[config.mk]
export PLATFORM = sky130hd
export DESIGN_NAME = mul_div_unit
export DESIGN_NICKNAME = d
export VERILOG_FILES = /design/src/design/mdu_pkg.sv /design/src/design/mdu_decode.sv /design/src/design/mul_unit.sv /design/src/design/div_unit.sv /design/src/design/mdu_result.sv /design/src/design/mul_div_unit.sv
export SDC_FILE = /design/constraint.sdc
export NUM_CORES = 2
export LEC_CHECK = 0
export ABC_AREA = 0
export BUFFER_PORTS_ARGS = -buffer_cell sky130_fd_sc_hd__buf_2
export CORE_MARGIN = 4
export CORE_UTILIZATION = 50
export DETAILED_ROUTE_END_ITERATION = 10
export GPL_ROUTABILITY_DRIVEN = 1
export GPL_TIMING_DRIVEN = 0
export PLACE_DENSITY = 0.69
export SLEW_MARGIN = 20
export SYNTH_ARGS = -nofsm -noshare
export SYNTH_HDL_FRONTEND = slang
export SYNTH_SLANG_ARGS = --single-unit
[constraint.sdc]
create_clock -name clk -period 21.8 [get_ports clk]
set_clock_uncertainty 0.1 [all_clocks]
set_input_delay 3.27 -clock clk [delete_from_list [all_inputs] [get_ports clk]]
set_output_delay 3.27 -clock clk [all_outputs]
set_load 0.005 [all_outputs]
[src/design/mdu_pkg.sv]
// RV32M multiply/divide unit shared definitions
// Word types, funct3 operation codes and the divider FSM states

package mdu_pkg;

  // Data width, RV32 only
  localparam int XLEN = 32;

  // Operand and result word
  typedef logic [XLEN-1:0] xlen_t;

  // Full product, divider partial remainder plus quotient
  typedef logic [2*XLEN-1:0] dword_t;

  // funct3 of the M-extension opcode
  typedef logic [2:0] op_t;

  // M-extension operations in funct3 order
  // Bit 2 set selects the divider
  localparam op_t OP_MUL    = 3'd0;  // Low half, sign irrelevant
  localparam op_t OP_MULH   = 3'd1;  // High half, signed x signed
  localparam op_t OP_MULHSU = 3'd2;  // High half, signed x unsigned
  localparam op_t OP_MULHU  = 3'd3;  // High half, unsigned x unsigned
  localparam op_t OP_DIV    = 3'd4;  // Signed quotient
  localparam op_t OP_DIVU   = 3'd5;  // Unsigned quotient
  localparam op_t OP_REM    = 3'd6;  // Signed remainder
  localparam op_t OP_REMU   = 3'd7;  // Unsigned remainder

  // Iterative divider states
  typedef enum logic [1:0] {
    DIV_IDLE,  // Waiting for div_start
    DIV_RUN,   // Shift-subtract iterations
    DIV_FIX,   // Sign correction of quotient/remainder
    DIV_DONE   // Result valid, done pulse
  } div_state_t;

endpackage

[src/design/mdu_decode.sv]
// M-extension operation decode
// Accepts a start while idle, splits funct3 into unit select and
// sign/half modes, and keeps the busy flag until a unit finishes

`timescale 1ns/100ps

module mdu_decode (
  input  logic          clk,
  input  logic          reset,
  input  logic          start,
  input  mdu_pkg::op_t  operation,
  input  logic          mul_done,
  input  logic          div_done,
  output logic          mul_start,
  output logic          div_start,
  output logic          mul_signed_a,
  output logic          mul_signed_b,
  output logic          mul_high,
  output logic          div_signed,
  output logic          div_rem,
  output logic          busy
);

  logic accept;  // Start seen while idle

  // Starts during busy are dropped
  assign accept = start & ~busy;

  // Control flags, one-cycle start pulses
  always_ff @(posedge clk) begin
    if (reset) begin
      mul_start <= 1'b0;
      div_start <= 1'b0;
      busy      <= 1'b0;
    end else begin
      mul_start <= accept & ~operation[2];
      div_start <= accept & operation[2];
      if (accept)
        busy <= 1'b1;
      else if (mul_done | div_done)
        busy <= 1'b0;  // Same edge that raises ready
    end
  end

  // Mode bits held until the next accepted start
  always_ff @(posedge clk) begin
    if (accept) begin
      mul_signed_a <= 1'b0;
      mul_signed_b <= 1'b0;
      mul_high     <= 1'b0;
      div_signed   <= 1'b0;
      div_rem      <= 1'b0;
      case (operation)
        mdu_pkg::OP_MUL:    mul_high <= 1'b0;  // Low half only
        mdu_pkg::OP_MULH: begin
          mul_signed_a <= 1'b1;
          mul_signed_b <= 1'b1;
          mul_high     <= 1'b1;
        end
        mdu_pkg::OP_MULHSU: begin
          mul_signed_a <= 1'b1;  // rs2 stays unsigned
          mul_high     <= 1'b1;
        end
        mdu_pkg::OP_MULHU:  mul_high <= 1'b1;
        mdu_pkg::OP_DIV:    div_signed <= 1'b1;
        mdu_pkg::OP_DIVU:   div_signed <= 1'b0;
        mdu_pkg::OP_REM: begin
          div_signed <= 1'b1;
          div_rem    <= 1'b1;
        end
        mdu_pkg::OP_REMU:   div_rem <= 1'b1;
        default:            div_rem <= 1'b0;
      endcase
    end
  end

endmodule

[src/design/mul_unit.sv]
// Two-cycle 32x32 multiplier for MUL, MULH, MULHSU and MULHU
// Operands extended to 33 bits per sign flag, 64-bit product registered,
// low or high half returned with a one-cycle done pulse

`timescale 1ns/100ps

module mul_unit (
  input  logic           clk,
  input  logic           reset,
  input  logic           mul_start,
  input  logic           mul_signed_a,
  input  logic           mul_signed_b,
  input  logic           mul_high,
  input  mdu_pkg::xlen_t operand_a,
  input  mdu_pkg::xlen_t operand_b,
  output mdu_pkg::xlen_t mul_product,
  output logic           mul_done
);

  // Stage 1 operand registers
  mdu_pkg::xlen_t op_a_q;
  mdu_pkg::xlen_t op_b_q;

  // Stage 2 full product
  mdu_pkg::dword_t prod_q;

  // Extended operands and raw product
  logic signed [mdu_pkg::XLEN:0]     ext_a;
  logic signed [mdu_pkg::XLEN:0]     ext_b;
  logic signed [2*mdu_pkg::XLEN+1:0] full_prod;  // 66 bits, top two unused

  // Operands captured every edge, so the copy taken on the
  // accepting edge is the one in place when mul_start arrives
  always_ff @(posedge clk) begin
    op_a_q <= operand_a;
    op_b_q <= operand_b;
  end

  // Sign or zero extension to 33 bits
  assign ext_a = {mul_signed_a & op_a_q[mdu_pkg::XLEN-1], op_a_q};
  assign ext_b = {mul_signed_b & op_b_q[mdu_pkg::XLEN-1], op_b_q};

  // Signed 33x33 covers all four sign mixes
  assign full_prod = ext_a * ext_b;

  // Product held until the next multiply
  always_ff @(posedge clk) begin
    if (mul_start)
      prod_q <= full_prod[2*mdu_pkg::XLEN-1:0];
  end

  // Done one cycle after mul_start
  always_ff @(posedge clk) begin
    if (reset)
      mul_done <= 1'b0;
    else
      mul_done <= mul_start;
  end

  // Half select, mode bit stable while busy
  assign mul_product = mul_high ? prod_q[2*mdu_pkg::XLEN-1:mdu_pkg::XLEN]
                                : prod_q[mdu_pkg::XLEN-1:0];

endmodule

[src/design/div_unit.sv]
// Iterative restoring divider for DIV, DIVU, REM and REMU
// One load, 32 shift-subtract steps, one sign fix-up; divide by zero
// and signed overflow skip straight to the done state

`timescale 1ns/100ps

module div_unit (
  input  logic           clk,
  input  logic           reset,
  input  logic           div_start,
  input  logic           div_signed,
  input  logic           div_rem,
  input  mdu_pkg::xlen_t operand_a,
  input  mdu_pkg::xlen_t operand_b,
  output mdu_pkg::xlen_t div_quot_rem,
  output logic           div_done
);

  mdu_pkg::div_state_t state;
  logic [5:0]          count;  // Iteration index 0..31

  mdu_pkg::xlen_t  op_a_q;     // Dividend as accepted
  mdu_pkg::xlen_t  op_b_q;     // Divisor as accepted
  mdu_pkg::xlen_t  divisor_q;  // Divisor magnitude
  mdu_pkg::dword_t rem_q;      // {partial remainder, quotient}
  logic            quot_neg_q;
  logic            rem_neg_q;

  logic            a_neg;
  logic            b_neg;
  mdu_pkg::xlen_t  mag_a;
  mdu_pkg::xlen_t  mag_b;
  logic            div_by_zero;
  logic            signed_ovf;
  logic [mdu_pkg::XLEN:0] part_rem;  // Remainder shifted left, 33 bits
  logic [mdu_pkg::XLEN:0] trial;     // part_rem minus divisor
  mdu_pkg::xlen_t  quot;
  mdu_pkg::xlen_t  rem;

  // Free-running capture, holds the accepting-edge operands at div_start
  always_ff @(posedge clk) begin
    op_a_q <= operand_a;
    op_b_q <= operand_b;
  end

  // Operand signs and magnitudes
  assign a_neg = div_signed & op_a_q[mdu_pkg::XLEN-1];
  assign b_neg = div_signed & op_b_q[mdu_pkg::XLEN-1];
  assign mag_a = a_neg ? -op_a_q : op_a_q;
  assign mag_b = b_neg ? -op_b_q : op_b_q;

  // ISA special cases
  assign div_by_zero = (op_b_q == '0);
  assign signed_ovf  = div_signed & (op_a_q == {1'b1, {(mdu_pkg::XLEN-1){1'b0}}})
                     & (op_b_q == '1);  // Most negative / -1

  // One restoring step
  assign part_rem = {rem_q[2*mdu_pkg::XLEN-1:mdu_pkg::XLEN], rem_q[mdu_pkg::XLEN-1]};
  assign trial    = part_rem - {1'b0, divisor_q};

  assign quot = rem_q[mdu_pkg::XLEN-1:0];
  assign rem  = rem_q[2*mdu_pkg::XLEN-1:mdu_pkg::XLEN];

  // FSM and iteration counter
  always_ff @(posedge clk) begin
    if (reset) begin
      state <= mdu_pkg::DIV_IDLE;
      count <= '0;
    end else begin
      case (state)
        mdu_pkg::DIV_IDLE: begin
          count <= '0;
          if (div_start)
            state <= (div_by_zero | signed_ovf) ? mdu_pkg::DIV_DONE : mdu_pkg::DIV_RUN;
        end
        mdu_pkg::DIV_RUN: begin
          count <= count + 6'd1;
          if (count == 6'd31)
            state <= mdu_pkg::DIV_FIX;  // 32nd step done
        end
        mdu_pkg::DIV_FIX:  state <= mdu_pkg::DIV_DONE;
        mdu_pkg::DIV_DONE: state <= mdu_pkg::DIV_IDLE;
        default:           state <= mdu_pkg::DIV_IDLE;
      endcase
    end
  end

  // Datapath
  always_ff @(posedge clk) begin
    case (state)
      mdu_pkg::DIV_IDLE: begin
        if (div_start) begin
          rem_q      <= {{mdu_pkg::XLEN{1'b0}}, mag_a};  // Dividend in quotient half
          divisor_q  <= mag_b;
          quot_neg_q <= a_neg ^ b_neg;
          rem_neg_q  <= a_neg;  // Remainder follows dividend
          if (div_by_zero)
            div_quot_rem <= div_rem ? op_a_q : '1;
          else if (signed_ovf)
            div_quot_rem <= div_rem ? '0 : op_a_q;
        end
      end
      mdu_pkg::DIV_RUN: begin
        if (!trial[mdu_pkg::XLEN])  // No borrow, subtract fits
          rem_q <= {trial[mdu_pkg::XLEN-1:0], rem_q[mdu_pkg::XLEN-2:0], 1'b1};
        else                        // Restore
          rem_q <= {part_rem[mdu_pkg::XLEN-1:0], rem_q[mdu_pkg::XLEN-2:0], 1'b0};
      end
      mdu_pkg::DIV_FIX: begin
        if (div_rem)
          div_quot_rem <= rem_neg_q ? -rem : rem;
        else
          div_quot_rem <= quot_neg_q ? -quot : quot;
      end
      default: ;  // DIV_DONE holds the result
    endcase
  end

  // Single-cycle done state
  assign div_done = (state == mdu_pkg::DIV_DONE);

endmodule

[src/design/mdu_result.sv]
// Result stage of the multiply/divide unit
// Registers the finishing unit's value and pulses ready for one cycle,
// then holds the result until the next completion

`timescale 1ns/100ps

module mdu_result (
  input  logic           clk,
  input  logic           reset,
  input  logic           mul_done,
  input  mdu_pkg::xlen_t mul_product,
  input  logic           div_done,
  input  mdu_pkg::xlen_t div_quot_rem,
  output mdu_pkg::xlen_t result,
  output logic           ready
);

  always_ff @(posedge clk) begin
    if (reset) begin
      result <= '0;
      ready  <= 1'b0;
    end else begin
      ready <= mul_done | div_done;  // One pulse per completion
      // Done pulses never overlap, busy blocks a second start
      if (mul_done | div_done)
        result <= div_done ? div_quot_rem : mul_product;  // Else held for a late read
    end
  end

endmodule

[src/design/mul_div_unit.sv]
// RV32M execution unit top level
// Decode, two-cycle multiplier, iterative divider and result register

`timescale 1ns/100ps

module mul_div_unit (
  input  logic           clk,
  input  logic           reset,
  input  logic           start,       // Launch strobe
  input  mdu_pkg::op_t   operation,   // funct3
  input  mdu_pkg::xlen_t operand_a,   // rs1
  input  mdu_pkg::xlen_t operand_b,   // rs2
  output mdu_pkg::xlen_t result,
  output logic           busy,
  output logic           ready        // One-cycle completion pulse
);

  // Decode to units
  logic mul_start;
  logic div_start;
  logic mul_signed_a;
  logic mul_signed_b;
  logic mul_high;
  logic div_signed;
  logic div_rem;

  // Units to result stage
  mdu_pkg::xlen_t mul_product;
  mdu_pkg::xlen_t div_quot_rem;
  logic           mul_done;
  logic           div_done;

  mdu_decode decode_inst (
    .clk          (clk),
    .reset        (reset),
    .start        (start),
    .operation    (operation),
    .mul_done     (mul_done),
    .div_done     (div_done),
    .mul_start    (mul_start),
    .div_start    (div_start),
    .mul_signed_a (mul_signed_a),
    .mul_signed_b (mul_signed_b),
    .mul_high     (mul_high),
    .div_signed   (div_signed),
    .div_rem      (div_rem),
    .busy         (busy)
  );

  mul_unit mul_inst (
    .clk          (clk),
    .reset        (reset),
    .mul_start    (mul_start),
    .mul_signed_a (mul_signed_a),
    .mul_signed_b (mul_signed_b),
    .mul_high     (mul_high),
    .operand_a    (operand_a),
    .operand_b    (operand_b),
    .mul_product  (mul_product),
    .mul_done     (mul_done)
  );

  div_unit div_inst (
    .clk          (clk),
    .reset        (reset),
    .div_start    (div_start),
    .div_signed   (div_signed),
    .div_rem      (div_rem),
    .operand_a    (operand_a),
    .operand_b    (operand_b),
    .div_quot_rem (div_quot_rem),
    .div_done     (div_done)
  );

  mdu_result result_inst (
    .clk          (clk),
    .reset        (reset),
    .mul_done     (mul_done),
    .mul_product  (mul_product),
    .div_done     (div_done),
    .div_quot_rem (div_quot_rem),
    .result       (result),
    .ready        (ready)
  );

endmodule

* Yosys cells after proc, flatten, opt, wreduce, memory -nomap -nowiden
Index checks and enable logic that the tools add are counted.
** Cells by class
- Multiplexer cells :: 28
- Add/sub/neg operators :: 6
- Shifts and indexed selects :: 0
- Equal/unequal tests :: 15
- Divide/modulo/power cells :: 0
- Bitwise gates (word level) :: 14
- Multipliers :: 1
- Magnitude comparators :: 0
- Reduce and logical (&&, ||, !) cells :: 13
** Operator list (count)
- 32-bit two-way mux :: 12
- 64-bit two-way mux :: 2
- 32-bit negation :: 4
- 64-bit case mux with 2 select lines :: 1
- 32-bit equality test (second input constant) :: 2
- 33-bit by 33-bit multiplier with 64-bit output :: 1
- 32-bit case mux with 2 select lines :: 1
- 33-bit by 32-bit subtractor with 33-bit output :: 1
- 32-bit zero test :: 1
- 6-bit case mux with 2 select lines :: 1
- 1-bit AND :: 9
- 3-bit equality test (second input constant) :: 3
- 2-bit case mux with 4 select lines :: 1
- 1-bit two-way mux :: 7
- 6-bit by 1-bit adder with 6-bit output (second input constant) :: 1
- 3-bit by 2-bit equality test with 1-bit output (second input constant) :: 2
- 6-bit by 5-bit equality test with 1-bit output (second input constant) :: 1
- 2-bit two-way mux :: 3
- 2-bit AND reduction :: 3
- 2-bit nonzero test :: 3
- 2-bit OR reduction :: 3
- 2-bit equality test (second input constant) :: 2
- 3-bit by 1-bit equality test with 1-bit output (second input constant) :: 1
- 3-bit by 1-bit inequality test with 1-bit output (second input constant) :: 1
- 9 further kinds :: 11
** Word-level totals
- Logic and storage cells :: 98
- Bits in registers :: 308
- Input port bits :: 70
- Memories kept :: 0
- Output and inout bits :: 34
- Bits in latches :: 0
- ROM bits :: 0
- Memory bits (writable) :: 0

* Depth between registers and ports, before layout
- Word-level depth :: 7
- Mapped depth :: 33
- Mapped depth without buffers :: 29

* By module
From an unflattened synthesis, not the netlist that was laid out.
** Second synthesis, totals
- Cells, all modules :: 5739
- Area, all modules :: 55498.2 um^2
** By module, submodules not included
- mul_unit :: area each 41529.8 um^2, times used 1, cells each 4323
- div_unit :: area each 11979.0 um^2, times used 1, cells each 1248
- mdu_result :: area each 1700.4 um^2, times used 1, cells each 146
- mdu_decode :: area each 289.0 um^2, times used 1, cells each 22

* Least setup slack after synthesis
Ideal clock, no wire load.
- Path kind :: reg-to-reg
- From :: register, netlist name div_inst.op_a_q[31]
- To :: register mul_inst.prod_q[62], data pin
- Buffers on the path :: 3
- Clock period less this slack :: 8.319 ns
- Setup time :: 0.255 ns
- Arrival :: 7.963 ns
- Path slack :: 13.481 ns
- Stages on the path, launching flop included :: 30
- Path through :: dfxtp_1 > clkbuf_1 > and2_1 > clkbuf_1 > clkbuf_1 > nand2_1 > inv_1 > fa_1 > inv_1 > fa_1 > inv_1 > fa_1 > inv_1 > fa_1 > inv_1 > fa_1 > fa_1 > inv_1 > fa_1 > inv_1 > fa_1 > ha_1 > nand2_1 > nor2_1 > a211oi_1 > a31oi_1 > a41oi_1 > o21ai_1 > or3b_1 > and3_1
** RTL lines
- end signal, assigned :: RTL line mul_unit.sv:49 : prod_q <= full_prod[2*mdu_pkg::XLEN-1:0];
- end, declared :: RTL line mul_unit.sv:25 : mdu_pkg::dword_t prod_q;

==> impl_metrics.ini <==
[global_routing]
grt_overflow = 0
grt_max_degree = 64
grt_usage_pct = 36.31
grt_pass1_wl_um = 291300
antenna_found_initial = 32
first_global_vias = 43760

[sta]
fin_setup_tns_ns = 0
finalHoldViolCount = 0
max_clock_freq_ghz = 0.08126
worst_pin_slew_ns = 1.340
slew_headroom_pct = 10.65
slew_violations = 0
setup_viol = 0
fin_crit_sh_pct = 56.45
finalCriticalPeriod_ns = 12.31
rsz0062_at_grt = false

[detailed_routing]
drc_errors = 0
vias = 41910
postRouteWirelength_um = 200700
drtIter0Drc = 4215
via_per_inst = 5.779
postRouteAntennaNets = 0
dr.pass1.iters = 6
wl_per_cell_um = 27.67

[floorplanning]
die_w_um = 334.0
die_area_um2 = 111600
die_h_um = 334.0
initial_core_util_pct = 50.41
placementRows = 119
core_area_um2 = 105400
io_pins = 104

[logic_synthesis]
synth_flop_cell = edfxtp_1
synthCells = 5679
yosys-top-cells-area = fa_1 42%, edfxtp_1 11%, inv_1 8.1%
synth_area_per_cell_um2 = 9.357
syn_area_um2 = 53140
synth-seq-cells = 308
synth_async_sr_flop_share_pct = 0
synth_warnings = 0
synth_edf_count = 199
synth_top_area_cell = fa_1
synth_top_area_share_pct = 42.42
synth_fp_nets = 7129
ys_types = 74
ys_seq_area_share_pct = 15.35

[min_path]
hold_path_class = reg2reg
hold_depth = 2

[critical_path]
crit_top_cell = fa_1
cpLargestDelayFamily = adder cells
crit_cells = 25
worstPathMaxFanout = 11
crit_buf_inv = 4
cpPeakStageDelay_ns = 0.85
crit_type = reg2reg
arrival_ns = 12.44
endpoint_kind = flop
rr_worst_depth = 25
cp_data_required_time_ns = 21.93
critPathLaunchType = flop
slowest_stage = clkbuf_1

[placed_design]
dpl.hpwl_um = 166100
gp_congestion = 1.075
port_buffers = 102

[cts]
cts.clk_slew.worst_paths_ns = 0.07
clock_tree.root_cell = clkbuf_16
holdBufCountCts = 0
cts.repair.resized = 0
cts_setup_buffers = 0
cts_tree = built
cts_buffer_depth = 3
clk_latency_ns = 0.60
clock-sinks = 308
htreeDepth = 1
cts_buffers = 30

[final_layout]
area_delta_synth_final_pct = 6.782
nets = 7270
multi_input_area_um2 = 39480
layout-drive-gt1-share_pct = 4.124
fillCellCount = 9726
ff_latch_area_um2 = 8162

[outcome]
status = complete, no violations

[job]
max_cap_violations = 0
==> cell families (layout without fill, tap and decap cells) <==
group | Yosys count | in the layout | synth area share [%]
AND/OR/NAND/NOR | 1618 | 1618 | 14.14
buffers and inverters | 1490 | 1655 | 10.55
adder cells (fa/ha/maj) | 1380 | 1380 | 48.40
AO/OA/AOI/OAI | 635 | 635 | 7.377
flip-flops | 308 | 308 | 15.35
XOR/XNOR | 212 | 212 | 3.494
multiplexers | 36 | 36 | 0.6805
other | 0 | 17 | 0
==> state kept, by name (all words and copies together), names as in the netlist, 2 cells and up <==
| signal | cells |
|---|---|
| div_inst.rem_q | 64 |
| div_inst.op_b_q | 32 |
| div_inst.state | 2 |
| mul_inst.prod_q | 64 |
| div_inst.divisor_q | 32 |
| div_inst.count | 6 |
| result_inst.result | 32 |
| div_inst.op_a_q | 32 |
| div_inst.div_quot_rem | 32 |
==> synth_stat cells, drive strengths merged, types with 3 or more instances <==
cell / n
inv: 1143
fa: 1126
nand2: 860
and2: 337
clkbuf: 269
ha: 254
o21ai: 221
edfxtp: 199
nor2: 193
a21oi: 171
xnor2: 128
dfxtp: 109
xor2: 84
buf: 77
a211oi: 46
a21o: 45
o211ai: 42
mux2i: 35
nand3: 33
nor3: 29
o31ai: 29
and3: 28
nand4: 21
or3: 21
nand2b: 19
or4: 18
nor2b: 17
nor4: 16
o21a: 12
o41ai: 11
a31oi: 10
or2: 8
nor3b: 6
o311ai: 6
a211o: 5
and4: 5
o21bai: 5
a21boi: 4
a41oi: 4
nand3b: 3
o22ai: 3
o311a: 3
==> cell usage in the layout (no fill, tap or decap), drive strengths merged, types with 12 or more instances in the layout <==
master,n
or3,21
ha,254
nor2b,17
nor4,16
nor3,29
clkbuf,304
or4,18
o21a,12
o21ai,221
nand4,21
dfxtp,109
edfxtp,199
o211ai,42
xnor2,128
mux2i,35
nand3,33
and2,337
a211oi,46
and3,28
nor2,193
a21oi,171
o31ai,29
nand2b,19
diode,17
inv,1154
xor2,84
fa,1126
buf,185
nand2,860
a21o,45
==> worst reg2reg max path: stages (launching register included) <==
cell,delay [ns]
dfxtp_1,0.30
clkbuf_1,0.85
buf_1,0.80
nand2_1,0.47
fa_1,0.60
fa_1,0.73
inv_1,0.12
fa_1,0.50
fa_1,0.58
fa_1,0.45
fa_1,0.54
fa_1,0.57
fa_1,0.46
ha_1,0.29
clkbuf_1,0.42
nand2_1,0.09
o21ai_0,0.58
o2bb2ai_1,0.45
o21ai_0,0.17
a21oi_1,0.58
o21ai_1,0.22
a31oi_1,0.58
a41oi_1,0.36
o21ai_0,0.26
a211oi_1,0.10
nor2_1,0.77
==> per-layer routing <==
| metal | vias up | routed length (um) | global-route usage, % |
|---|---|---|---|
| met5 | - | 58 | 0 |
| met2 | 2442 | 88360 | 55.51 |
| met3 | 722 | 21850 | 10.06 |
| met4 | 8 | 18580 | 27.12 |
| li1 | 17580 | - | - |
| met1 | 21160 | 71830 | 44.17 |
==> final timing paths <==
path,start,end,slack (ns)
setup reg to reg,div_inst.op_b_q[4],mul_inst.prod_q[58],9.49
hold / removal,div_inst.div_quot_rem[5],result_inst.result[5],0.38
hold reg to reg,div_inst.div_quot_rem[5],result_inst.result[5],0.38
setup / recovery,div_inst.op_b_q[4],mul_inst.prod_q[58],9.49
==> final cells by class <==
type,count,share of cell area [%]
flip-flops and latches,308,14.38
well taps,1391,3.067
repair buffers,109,1.169
clock inverters,22,0.3639
diodes,17,0.07498
plain buffers,346,2.346
clock buffers,34,1.442
multi-input cells,3881,69.58
inverters,1144,7.568
==> stage by stage <==
stage	instances	setup slack [ns]	hold WS (ns)	area (um2)	util, %
after floorplan	5679	13.48	0.3495	53140	-
after global placement	7172	9.544	0.3624	55390	52.54
after detailed placement	7179	9.864	0.3664	55630	52.78
after CTS	7235	9.813	0.3851	56660	53.75
after global routing	7235	9.293	0.4120	56700	53.78
final	7252	9.493	0.3827	56740	53.82
Power is left out: the tool's default activity adds up to more than one toggle a clock period on the data nets, which glitch-free logic cannot reach.
